File: src/rtl/vga_pkg.sv
// VGA scan-out definitions
package vga_pkg;

	//////////////////////////////
	// raster timing
	//////////////////////////////

	// horizontal, in pixels
	localparam int H_ACTIVE = 16;
	localparam int H_FRONT = 2;
	localparam int H_SYNC = 3;
	localparam int H_TOTAL = 24;

	// vertical, in lines
	localparam int V_ACTIVE = 6;
	localparam int V_FRONT = 1;
	localparam int V_SYNC = 2;
	localparam int V_TOTAL = 10;

	// clocks per pixel tick
	localparam int PIXEL_DIV = 4;
	// ring depth, also the display delay in ticks
	localparam int SLOTS = 8;

	// widths
	localparam int HCOUNT_W = 5;
	localparam int VCOUNT_W = 4;
	localparam int ADDR_W = 6;
	localparam int COLOR_W = 24;
	localparam int PACKED_W = 24;
	localparam int RGB444_W = PACKED_W / 2;
	localparam int CHAN_W = COLOR_W / 3;
	localparam int DIV_W = $clog2(PIXEL_DIV);
	localparam int SLOT_W = $clog2(SLOTS);

	// sync windows start right after the front porch
	localparam logic [HCOUNT_W-1:0] H_SYNC_START = HCOUNT_W'(H_ACTIVE + H_FRONT);
	localparam logic [HCOUNT_W-1:0] H_SYNC_END = HCOUNT_W'(H_ACTIVE + H_FRONT + H_SYNC);
	localparam logic [VCOUNT_W-1:0] V_SYNC_START = VCOUNT_W'(V_ACTIVE + V_FRONT);
	localparam logic [VCOUNT_W-1:0] V_SYNC_END = VCOUNT_W'(V_ACTIVE + V_FRONT + V_SYNC);

	//////////////////////////////
	// records
	//////////////////////////////

	// one timing record per pixel tick, syncs active low
	typedef struct packed {
		logic [HCOUNT_W-1:0] hcount;
		logic [VCOUNT_W-1:0] vcount;
		logic hsync;
		logic vsync;
		logic blank;
	} raster_pos_t;

	typedef struct packed {
		logic [CHAN_W-1:0] red;
		logic [CHAN_W-1:0] green;
		logic [CHAN_W-1:0] blue;
		logic hsync;
		logic vsync;
		logic blank_b;
		logic pixel_strobe;
	} video_out_t;

	// quiet output: black, syncs and blank_b inactive, no strobe
	localparam video_out_t VIDEO_IDLE = '{
		red: 8'h00,
		green: 8'h00,
		blue: 8'h00,
		hsync: 1'b1,
		vsync: 1'b1,
		blank_b: 1'b1,
		pixel_strobe: 1'b0
	};

	typedef enum logic [1:0] {IDLE, REQUEST, FILL_SECOND, BLACK} fetch_state_t;

endpackage
File: src/rtl/vga_scan_top.sv
// VGA scan-out engine top
`timescale 1ns/1ps

module vga_scan_top (
	input logic clock,
	input logic reset,
	input logic mem_hold,
	input logic [vga_pkg::PACKED_W-1:0] mem_word,
	input logic mem_done,
	output logic mem_req,
	output logic [vga_pkg::ADDR_W-1:0] mem_addr,
	output vga_pkg::video_out_t video,
	output logic underrun
);
	import vga_pkg::*;

	logic tick;
	raster_pos_t tick_pos;
	raster_pos_t fill_pos;
	logic [SLOT_W:0] fill_count;
	logic [COLOR_W-1:0] fill_pixel;
	logic fill_we;

	// producer
	raster_timer u_timer (
		.clock(clock),
		.reset(reset),
		.tick(tick),
		.tick_pos(tick_pos)
	);

	scan_buffer u_buffer (
		.clock(clock),
		.reset(reset),
		.tick(tick),
		.tick_pos(tick_pos),
		.fill_pos(fill_pos),
		.fill_count(fill_count),
		.fill_pixel(fill_pixel),
		.fill_we(fill_we),
		.video(video),
		.underrun(underrun)
	);

	// consumer, talks to frame memory
	pixel_fetch u_fetch (
		.clock(clock),
		.reset(reset),
		.fill_pos(fill_pos),
		.fill_count(fill_count),
		.fill_pixel(fill_pixel),
		.fill_we(fill_we),
		.mem_hold(mem_hold),
		.mem_req(mem_req),
		.mem_addr(mem_addr),
		.mem_word(mem_word),
		.mem_done(mem_done)
	);

endmodule

File: src/rtl/pixel_fetch.sv
// Pixel fetcher
`timescale 1ns/1ps

module pixel_fetch (
	input logic clock,
	input logic reset,
	input vga_pkg::raster_pos_t fill_pos,
	input logic [vga_pkg::SLOT_W:0] fill_count,
	output logic [vga_pkg::COLOR_W-1:0] fill_pixel,
	output logic fill_we,
	input logic mem_hold,
	output logic mem_req,
	output logic [vga_pkg::ADDR_W-1:0] mem_addr,
	input logic [vga_pkg::PACKED_W-1:0] mem_word,
	input logic mem_done
);
	import vga_pkg::*;

	fetch_state_t state;
	logic [COLOR_W-1:0] odd_pixel;
	logic slot_black;
	logic start_black;
	logic start_pair;
	logic word_back;
	logic [ADDR_W-1:0] pair_addr;

	// rgb444 to 24 bit colour, low nibble of each channel zero
	function automatic logic [COLOR_W-1:0] widen(input logic [RGB444_W-1:0] rgb);
		return {rgb[11:8], 4'b0000, rgb[7:4], 4'b0000, rgb[3:0], 4'b0000};
	endfunction

	// two pixels per memory word
	assign pair_addr = ADDR_W'(fill_pos.vcount * (H_ACTIVE / 2) + fill_pos.hcount / 2);

	// odd visible slot only shows up after an underrun skip
	assign slot_black = fill_pos.blank || fill_pos.hcount[0];

	// wait while a fill is still in flight, fill_count lags by a clock
	assign start_black = (state == IDLE) && !fill_we && (fill_count != '0) && slot_black;
	assign start_pair = (state == IDLE) && !fill_we && !mem_hold &&
		(fill_count >= (SLOT_W + 1)'(2)) && !slot_black;
	assign word_back = (state == REQUEST) && mem_done;

	//////////////////////////////
	// control
	//////////////////////////////

	always_ff @(posedge clock) begin
		if (reset) begin
			state <= IDLE;
			mem_req <= 1'b0;
			fill_we <= 1'b0;
		end else begin
			fill_we <= 1'b0;
			case (state)
				IDLE: begin
					if (start_pair) begin
						state <= REQUEST;
						mem_req <= 1'b1;
					end else if (start_black) begin
						state <= BLACK;
						fill_we <= 1'b1;
					end
				end
				REQUEST: begin
					if (word_back) begin
						state <= FILL_SECOND;
						mem_req <= 1'b0;
						fill_we <= 1'b1;
					end
				end
				FILL_SECOND: begin
					state <= IDLE;
					fill_we <= 1'b1;
				end
				BLACK: begin
					state <= IDLE;
				end
				default: begin
					state <= IDLE;
				end
			endcase
		end
	end

	//////////////////////////////
	// address and pixel data
	//////////////////////////////

	always_ff @(posedge clock) begin
		if (start_pair) begin
			mem_addr <= pair_addr;
		end
		if (start_black) begin
			fill_pixel <= '0;
		end
		// even pixel in the upper half
		if (word_back) begin
			fill_pixel <= widen(mem_word[PACKED_W-1 -: RGB444_W]);
			odd_pixel <= widen(mem_word[RGB444_W-1:0]);
		end
		if (state == FILL_SECOND) begin
			fill_pixel <= odd_pixel;
		end
	end

	a_req_stable: assert property (
		@(posedge clock) disable iff (reset)
		(mem_req && !mem_done) |=> (mem_req && $stable(mem_addr))
	);

endmodule

File: src/rtl/scan_buffer.sv
// Scan buffer ring
`timescale 1ns/1ps

module scan_buffer (
	input logic clock,
	input logic reset,
	input logic tick,
	input vga_pkg::raster_pos_t tick_pos,
	output vga_pkg::raster_pos_t fill_pos,
	output logic [vga_pkg::SLOT_W:0] fill_count,
	input logic [vga_pkg::COLOR_W-1:0] fill_pixel,
	input logic fill_we,
	output vga_pkg::video_out_t video,
	output logic underrun
);
	import vga_pkg::*;

	typedef enum logic {STARTUP, RUNNING} startup_state_t;

	// slot storage
	raster_pos_t pos_mem [SLOTS];
	logic [COLOR_W-1:0] pix_mem [SLOTS];
	logic [SLOTS-1:0] filled;

	// pointers carry one extra wrap bit
	logic [SLOT_W:0] head_ptr;
	logic [SLOT_W:0] fill_ptr;
	logic [SLOT_W-1:0] head_idx;
	logic [SLOT_W-1:0] fill_idx;

	startup_state_t state;
	logic show_now;
	logic fill_skip;
	raster_pos_t show_pos;
	logic show_filled;
	logic [COLOR_W-1:0] show_pixel;

	assign head_idx = head_ptr[SLOT_W-1:0];
	assign fill_idx = fill_ptr[SLOT_W-1:0];
	assign fill_count = head_ptr - fill_ptr;
	assign fill_pos = pos_mem[fill_idx];

	// old content of the slot about to be overwritten
	assign show_pos = pos_mem[head_idx];
	assign show_filled = filled[head_idx];
	assign show_pixel = show_filled ? pix_mem[head_idx] : '0;
	assign show_now = tick && (state == RUNNING);

	// fill slot is being displayed, move past it
	assign fill_skip = tick && (fill_count == (SLOT_W + 1)'(SLOTS));

	//////////////////////////////
	// ring storage
	//////////////////////////////

	always_ff @(posedge clock) begin
		if (fill_we) begin
			pix_mem[fill_idx] <= fill_pixel;
		end
		if (tick) begin
			pos_mem[head_idx] <= tick_pos;
		end
	end

	// a new record starts unfilled
	always_ff @(posedge clock) begin
		if (reset) begin
			filled <= '0;
		end else begin
			if (fill_we) begin
				filled[fill_idx] <= 1'b1;
			end
			if (tick) begin
				filled[head_idx] <= 1'b0;
			end
		end
	end

	always_ff @(posedge clock) begin
		if (reset) begin
			head_ptr <= '0;
			fill_ptr <= '0;
		end else begin
			if (tick) begin
				head_ptr <= head_ptr + 1'b1;
			end
			if (fill_we || fill_skip) begin
				fill_ptr <= fill_ptr + 1'b1;
			end
		end
	end

	//////////////////////////////
	// display side
	//////////////////////////////

	// output is quiet until the ring has gone round once
	always_ff @(posedge clock) begin
		if (reset) begin
			state <= STARTUP;
		end else if (tick && (state == STARTUP) && (head_idx == SLOT_W'(SLOTS - 1))) begin
			state <= RUNNING;
		end
	end

	always_ff @(posedge clock) begin
		if (reset) begin
			video <= VIDEO_IDLE;
		end else if (show_now) begin
			video.red <= show_pixel[COLOR_W-1 -: CHAN_W];
			video.green <= show_pixel[COLOR_W-CHAN_W-1 -: CHAN_W];
			video.blue <= show_pixel[CHAN_W-1:0];
			video.hsync <= show_pos.hsync;
			video.vsync <= show_pos.vsync;
			video.blank_b <= !show_pos.blank;
			video.pixel_strobe <= 1'b1;
		end else if (tick) begin
			video <= VIDEO_IDLE;
		end else begin
			video.pixel_strobe <= 1'b0;
		end
	end

	// sticky, an unfilled slot reached the display
	always_ff @(posedge clock) begin
		if (reset) begin
			underrun <= 1'b0;
		end else if (show_now && !show_filled) begin
			underrun <= 1'b1;
		end
	end

	a_fill_has_slot: assert property (
		@(posedge clock) disable iff (reset)
		fill_we |-> (fill_count != '0)
	);

	a_no_underrun: assert property (
		@(posedge clock) disable iff (reset)
		show_now |-> show_filled
	);

endmodule

File: src/rtl/raster_timer.sv
// Raster timer
`timescale 1ns/1ps

module raster_timer (
	input logic clock,
	input logic reset,
	output logic tick,
	output vga_pkg::raster_pos_t tick_pos
);
	import vga_pkg::*;

	logic [DIV_W-1:0] div_count;
	logic [HCOUNT_W-1:0] hcount;
	logic [VCOUNT_W-1:0] vcount;
	logic h_last;
	logic v_last;

	//////////////////////////////
	// pixel tick divider
	//////////////////////////////

	always_ff @(posedge clock) begin
		if (reset) begin
			div_count <= '0;
		end else if (tick) begin
			div_count <= '0;
		end else begin
			div_count <= div_count + 1'b1;
		end
	end

	assign tick = (div_count == DIV_W'(PIXEL_DIV - 1));

	//////////////////////////////
	// position counters
	//////////////////////////////

	assign h_last = (hcount == HCOUNT_W'(H_TOTAL - 1));
	assign v_last = (vcount == VCOUNT_W'(V_TOTAL - 1));

	// counters hold the position issued on the next tick
	always_ff @(posedge clock) begin
		if (reset) begin
			hcount <= '0;
			vcount <= '0;
		end else if (tick) begin
			if (h_last) begin
				hcount <= '0;
				vcount <= v_last ? '0 : vcount + 1'b1;
			end else begin
				hcount <= hcount + 1'b1;
			end
		end
	end

	// sync and blank decoded for the current position
	always_comb begin
		tick_pos.hcount = hcount;
		tick_pos.vcount = vcount;
		tick_pos.hsync = !((hcount >= H_SYNC_START) && (hcount < H_SYNC_END));
		tick_pos.vsync = !((vcount >= V_SYNC_START) && (vcount < V_SYNC_END));
		tick_pos.blank = (hcount >= HCOUNT_W'(H_ACTIVE)) ||
			(vcount >= VCOUNT_W'(V_ACTIVE));
	end

	// counters never leave the frame
	a_count_range: assert property (
		@(posedge clock) disable iff (reset)
		(hcount < HCOUNT_W'(H_TOTAL)) && (vcount < VCOUNT_W'(V_TOTAL))
	);

endmodule

File: config.mk
export PLATFORM = sky130hd
export DESIGN_NAME = vga_scan_top
export DESIGN_NICKNAME = d
export VERILOG_FILES = /design/src/rtl/vga_pkg.sv /design/src/rtl/vga_scan_top.sv /design/src/rtl/pixel_fetch.sv /design/src/rtl/scan_buffer.sv /design/src/rtl/raster_timer.sv
export SDC_FILE = /design/constraint.sdc
export NUM_CORES = 1
export LEC_CHECK = 0
export ABC_CLOCK_PERIOD_IN_PS = 2400
export BUFFER_PORTS_ARGS = -buffer_cell sky130_fd_sc_hd__buf_2
export CAP_MARGIN = 0
export CORE_UTILIZATION = 54
export DETAILED_ROUTE_END_ITERATION = 16
export PLACE_DENSITY = 0.78
export SYNTH_ARGS = -nofsm -noshare
export SYNTH_HDL_FRONTEND = slang
export SYNTH_SLANG_ARGS = --single-unit
File: constraint.sdc
create_clock -name clock -period 2.4 [get_ports clock]
set_clock_uncertainty 0.2 [all_clocks]
set_input_delay 0.36 -clock clock [delete_from_list [all_inputs] [get_ports clock]]
set_output_delay 0.36 -clock clock [all_outputs]
set_load 0.02 [all_outputs]
Word-level counts from Yosys, hierarchy flattened. Memories as Yosys holds them, arrays and structs flattened. A register that Yosys moved wholly into a read port is not among the register bits. Index checks and enable logic that the tools add are counted.

Reduce and logical (&&, ||, !) cells: 36. Order comparisons: 11. Bitwise gates (word level): 4. Muxes and demuxes: 38. Add/sub/neg operators: 7. Equality and inequality tests: 11.

Operators with widths (number): $mux W24 (4); $mux W28 (1); $mux W27 (1); $mux W8 (3); $mux W3 (6); $logic_and A1 B1 Y1 (16); $add A4 B1 Y4 const B (3); $mux W1 (12); $ge A5 B5 Y1 const B (2); $and A8 B8 Y8 (1); $eq A4 B4 Y1 const B (2); $ge A4 B3 Y1 const B (2); $lt A3 B4 Y1 const B (2); $not A8 Y8 (1); $or A8 B8 Y8 (1); $logic_not A1 Y1 (7); $add A6 B4 Y6 (1); $demux W1 S3 (2); $eq A2 B2 Y1 const B (3); $ge A3 B1 Y1 const B (2); $mux W2 (3); $pmux W2 S3 (1); $add A5 B1 Y5 const B (1); $eq A5 B5 Y1 const B (1); other kinds (23) (29).

Bits of input ports: 28. Register bits: 91. Bits in writable memories: 192. Word-level logic and storage cells: 130. Output and inout port bits: 36. Memories: 2.

Memory list: u_buffer.pix_mem (words 8, width 12, rd ports 1, clocked after Yosys merged registers in 1, wr ports 1, line scan_buffer.sv:22) `logic [COLOR_W-1:0] pix_mem [SLOTS];`; u_buffer.pos_mem (words 8, width 12, rd ports 2, clocked after Yosys merged registers in 2, wr ports 1, line scan_buffer.sv:21) `raster_pos_t pos_mem [SLOTS];`.

Longest topological paths before layout.
Depth after elaboration: 9. Gate-level depth with buffers: 10. Gate-level depth less buffers: 9.

Cells and area by module. A second synthesis with hierarchy kept.

Cell total of the unflattened synthesis: 818. Area total of the unflattened synthesis: 14905.5 µm².

Modules (own cells, without submodules): scan_buffer (cells each 667, area each 12953.7 µm², instances 1, seq. area each 9689.3 µm²); pixel_fetch (cells each 88, area each 1393.8 µm², instances 1, seq. area each 980.9 µm²); raster_timer (cells each 63, area each 558.0 µm², instances 1, seq. area each 220.2 µm²).

Worst setup path before layout. No wires, ideal clock.

Path type: reg-to-reg. From: reg u_buffer.head_ptr[0]. To: reg u_fetch.fill_pixel[12] in the netlist's numbering, enable pin. Path slack: -256 ps. Data arrival time: 2106 ps. Buffers on the path: 1. Clock period less this slack: 2656 ps. Cell stages (with the launch flop): 9. Cell sequence: dfxtp_1 > buf_2 > inv_1 > ha_1 > fa_1 > xor2_1 > and3_1 > a211o_1 > nand2_1.

Longest elaborated chain between the ends: 5.

Ends and longest elaborated chain: from (decl) (line scan_buffer.sv:26) `logic [SLOT_W:0] head_ptr;`; from (signal assigned) (line scan_buffer.sv:85) `head_ptr <= head_ptr + 1'b1;`; $sub A4 B4 Y4 (line scan_buffer.sv:40) `assign fill_count = head_ptr - fill_ptr;`; $reduce_bool A4 Y1 (line pixel_fetch.sv:39) `assign start_black = (state == IDLE) && !fill_we && (fill_count != '0) && slot_black;`; $logic_and A1 B1 Y1 (2 in series) (line pixel_fetch.sv:39); $reduce_bool A3 Y1 (no source line); to (signal assigned) (line pixel_fetch.sv:99) `fill_pixel <= widen(mem_word[PACKED_W-1 -: RGB444_W]);`; to (signal assigned) (line pixel_fetch.sv:103) `fill_pixel <= odd_pixel;`; to (decl) (line pixel_fetch.sv:9) `output logic [vga_pkg::COLOR_W-1:0] fill_pixel,`.

Every way passes these cells. A chain may end at the register's enable or synchronous reset.

Worst setup path in the final report.
From: reg u_buffer.head_ptr[0]. To: reg u_fetch.fill_we.

Longest elaborated chain between the ends: 7.

Ends and longest elaborated chain: $sub A4 B4 Y4 (*) (line scan_buffer.sv:40); branches (longest 4 deep; another with $ge A4 B2 Y1); $mux W1 (*) (line pixel_fetch.sv:57) `if (start_pair) begin`; $pmux W1 S3 (*) (line pixel_fetch.sv:55) `case (state)`; to (signal assigned) (line pixel_fetch.sv:52) `fill_we <= 1'b0;`; to (signal assigned) (line pixel_fetch.sv:54) `fill_we <= 1'b0;`; to (signal assigned) (line pixel_fetch.sv:62) `fill_we <= 1'b1;`; to (decl) (line pixel_fetch.sv:10) `output logic fill_we,`.

Every way passes the cells marked *.

==> results.rst <==
.. list-table::
   :header-rows: 1

   * - Metric
     - Value
   * - Class of the tightest hold or removal check
     - in -> reg
   * - VDD IR-drop max
     - approximately 0.00056 V
   * - Final design area excluding fillers
     - ~12,000 um2
   * - Leakage power
     - roughly 4.2 nW
   * - Pin count of the biggest net entering global routing
     - 21
   * - Power Total
     - 11.6 mW
   * - Fraction of final layout cells with drive strength greater than 1
     - around 28%
   * - Proportion of power drawn by the clock network
     - between 30% and 40%
   * - Effective utilization at floorplan
     - 55.2%
   * - Max-slew violations
     - 0
   * - Cell area power density
     - between 900 and 1000 nW/um2
   * - Clock buffers created by TritonCTS
     - 27
   * - Reg power frac
     - 51.6%
   * - Vias per cell
     - a little under 6
   * - Std-Cell Core Area
     - 18,800 um2
   * - Worst-case setup margin in the final layout
     - 0.0685 ns
   * - Yosys synthesis warning count
     - 0
   * - Final critical delay including setup and external delays
     - 2.33 ns
   * - Top FF cell, synth
     - sky130_fd_sc_hd__edfxtp_1
   * - Final worst-path cycle share
     - 97.1%
   * - Area added between synthesis and finish
     - 18.7%
   * - Post-synth EDFFs
     - ~210
   * - Fin nets
     - 785
   * - Seq/Total Area, Yosys
     - between 70 and 80%
   * - Congestion Overflow GR
     - 0
   * - ANT nets after route
     - 0
   * - FMAX
     - ~0.43 GHz
   * - Initial antenna violation count
     - 1
   * - CP Capture Type
     - register
   * - CTS sink count
     - between 200 and 300
   * - Final-report hold violation count
     - 0
   * - Number of unique standard cell types used by synthesis
     - 48
   * - Arrival time at the worst endpoint
     - about 2.6 ns
   * - Number of register bits inferred by synthesis
     - ~270
   * - Clock latency of the later-clocked register in the worst-skew pair
     - approximately 0.53 ns
   * - Average cell area after synthesis
     - around 17 um2
   * - Post-route core utilization
     - 65.5%
   * - Total half-perimeter wirelength after legalization and detailed placement
     - roughly 13 mm
   * - Critical path peak fanout
     - 3
   * - Dpl cell area
     - roughly 11,000 um2
   * - Root buffer cell
     - sky130_fd_sc_hd__clkbuf_16
   * - DRT Wirelength
     - roughly 21 mm
   * - Tightest Pin Transition
     - a little under 0.9 ns
   * - Global-route wire length before repair
     - 32.2 mm
   * - # IOs
     - between 60 and 70
   * - Die footprint
     - approximately 20,000 um2
   * - Gate count after technology mapping
     - 626
   * - Number of remaining DRC errors
     - 0
   * - Post-Syn Area
     - just over 10,000 um2
   * - CP Launch Type
     - register
   * - Die X-Extent
     - between 100 and 150 um
   * - Max-capacitance violation count
     - 0
   * - Number of standard-cell rows in the floorplan
     - 50
   * - Final setup fails
     - 0
   * - Maximum clock insertion buffer count
     - 3
   * - Routed wire length per instance
     - 20.7 um
   * - Type of the setup path with the least slack
     - reg -> reg
   * - Weighted congestion at the end of routability-driven global placement
     - 0.821
   * - Count of buffers from port buffering
     - between 50 and 60
   * - Unrepaired setup endpoints after global routing
     - true
   * - Cell internal power dissipation
     - roughly 8.8 mW
   * - Worst hold margin
     - about 0.018 ns
   * - Clock transition at the registers of the reported paths
     - about 0.060 ns
   * - Switching part of the total power
     - about a quarter
   * - Number of global-route vias before repair
     - ~6,000
   * - DP Worst Slack
     - about 0.02 ns
   * - Starting DRT DRC Count
     - ~470
   * - Rel. slew slack
     - a little over two fifths
   * - Routed via count
     - ~5,800
   * - H-tree depth
     - 1
   * - Async set-reset flop share out of synthesis
     - 0%
   * - Global Route Usage Sum
     - between 20% and 30%
   * - Psw
     - ~2.8 mW
   * - TritonCTS clock tree
     - built
   * - Required time at the worst-slack endpoint
     - approximately 2.6 ns
   * - Run status
     - completed
   * - Pre-antenna DRT Iters
     - 6
   * - Fraction of power consumed by combinational cells
     - between 10% and 20%
   * - Height of the die
     - around 140 um
power groups by stage:
stage | Clock (mW) | Sequential (mW) | Combinational [mW]
2_1_floorplan | 0 | 5.93 | 0.970
3_3_place_gp | 0 | 6.02 | 1.28
3_5_place_dp | 0 | 6.08 | 1.35
4_1_cts | 4.25 | 5.98 | 1.39
5_1_grt | 4.44 | 6.03 | 1.56
6_report | 4.19 | 5.99 | 1.43
cell usage in the layout, fill, tap and decap left out, types with 3 or more instances in the layout:
cell	Yosys	routed
sky130_fd_sc_hd__a21oi_1	14	14
sky130_fd_sc_hd__buf_2	7	51
sky130_fd_sc_hd__buf_4	12	44
sky130_fd_sc_hd__bufinv_16	0	4
sky130_fd_sc_hd__clkbuf_1	17	3
sky130_fd_sc_hd__clkbuf_16	0	27
sky130_fd_sc_hd__clkinv_1	0	4
sky130_fd_sc_hd__clkinv_2	0	7
sky130_fd_sc_hd__clkinvlp_4	0	3
sky130_fd_sc_hd__conb_1	1	12
sky130_fd_sc_hd__dfxtp_1	55	51
sky130_fd_sc_hd__dfxtp_2	0	4
sky130_fd_sc_hd__dlygate4sd3_1	0	20
sky130_fd_sc_hd__edfxtp_1	214	214
sky130_fd_sc_hd__ha_1	11	9
sky130_fd_sc_hd__inv_1	9	8
sky130_fd_sc_hd__mux2_2	7	7
sky130_fd_sc_hd__mux2i_1	22	22
sky130_fd_sc_hd__mux4_2	44	44
sky130_fd_sc_hd__nand2_1	55	54
sky130_fd_sc_hd__nand2b_1	4	4
sky130_fd_sc_hd__nand3_1	6	6
sky130_fd_sc_hd__nor2_1	45	45
sky130_fd_sc_hd__nor2b_1	5	4
sky130_fd_sc_hd__nor3_1	22	19
sky130_fd_sc_hd__nor3_2	0	3
sky130_fd_sc_hd__nor3b_1	4	4
sky130_fd_sc_hd__o21ai_0	30	30
sky130_fd_sc_hd__or3_1	4	3
sky130_fd_sc_hd__xnor2_1	5	5
sky130_fd_sc_hd__xor2_1	5	4
worst paths after layout:
check,slack [ns],to,depth (start not counted),from
setup reg to reg,0.07,u_fetch.fill_we,8,u_buffer.head_ptr[0]
hold reg to reg,0.25,u_buffer.video[16],2,u_buffer.video[16]
hold / removal,0.02,u_fetch.fill_pixel[13],3,mem_word[17]
setup / recovery,0.07,u_fetch.fill_we,8,u_buffer.head_ptr[0]
state kept, by name, indices dropped and copies added (netlist names), 4 cells and up, named ones only:
register,flops
u_buffer.pix_mem,96
u_buffer.pos_mem,88
u_buffer.video,16
u_fetch.fill_pixel,12
u_fetch.odd_pixel,12
u_buffer.filled,8
u_fetch.mem_addr,6
u_timer.hcount,5
u_buffer.fill_ptr,4
u_buffer.head_ptr,4
u_timer.vcount,4
logic make-up after synthesis:
group                    synth area share (%)
other                                  0.0362
buffers and inverters                    2.33
multiplexers                             12.5
AO/OA/AOI/OAI                            3.48
flip-flops                               72.7
AND/OR/NAND/NOR                          6.68
adder cells (fa/ha/maj)                  1.52
XOR/XNOR                                0.845
critical path, cell delays in order, from the launching register on:
cell                       delay, ns
sky130_fd_sc_hd__dfxtp_2        0.33
sky130_fd_sc_hd__inv_1          0.05
sky130_fd_sc_hd__ha_2           0.19
sky130_fd_sc_hd__fa_2           0.41
sky130_fd_sc_hd__xor2_2         0.16
sky130_fd_sc_hd__and3_4         0.20
sky130_fd_sc_hd__a211o_1        0.33
sky130_fd_sc_hd__buf_4          0.17
sky130_fd_sc_hd__a221oi_2       0.22
routing by layer:
metal / global-route usage (%) / up-vias / wire length, um
li1: - / 2604 / -
met1: 29.2 / 2895 / 8510
met3: 3.04 / 41 / 1370
met2: 37.2 / 255 / 10400
met4: 7.49 / 0 / 417
met5: 0 / - / 0
per-stage QoR:
stage,instances,setup TNS [ns]
final,1001,0
after global routing,1001,-0.0214
after CTS,1000,0
after detailed placement,930,0
after global placement,930,0
after floorplan,637,0
synthesized netlist by cell type (all sizes together), types with 2 or more instances:
cell type | instances | area, um2
a211o | 2 | 17.5
a211oi | 2 | 20.0
a21oi | 14 | 70.1
and2 | 2 | 12.5
buf | 21 | 140
clkbuf | 17 | 63.8
dfxtp | 55 | 1100
edfxtp | 214 | 6430
ha | 11 | 138
inv | 10 | 37.5
mux2 | 7 | 78.8
mux2i | 22 | 220
mux4 | 44 | 991
nand2 | 55 | 206
nand2b | 4 | 25.0
nand3 | 6 | 30.0
nand4 | 2 | 12.5
nor2 | 45 | 169
nor2b | 5 | 31.3
nor3 | 22 | 110
nor3b | 4 | 30.0
o21ai | 31 | 155
o22ai | 2 | 12.5
or3 | 4 | 25.0
xnor2 | 5 | 43.8
xor2 | 5 | 43.8
cell type report:
class | count | area (um2)
antenna | 1 | 2.50
clock buffer | 30 | 687
timing repair buffer | 117 | 826
clock inverter | 20 | 210
inverter | 10 | 40.0
multi-input combinational | 320 | 2710
sequential | 269 | 7530
tap | 234 | 293
fill | 1247 | 6470
what timing repair did:
action	CTS	global route
endpoints found under the hold margin	20	0
endpoints found under the setup margin	0	25
hold buffers	20	0
buffers inserted	0	0
gates resized for setup	0	14
(Power assumes the default switching activity.)
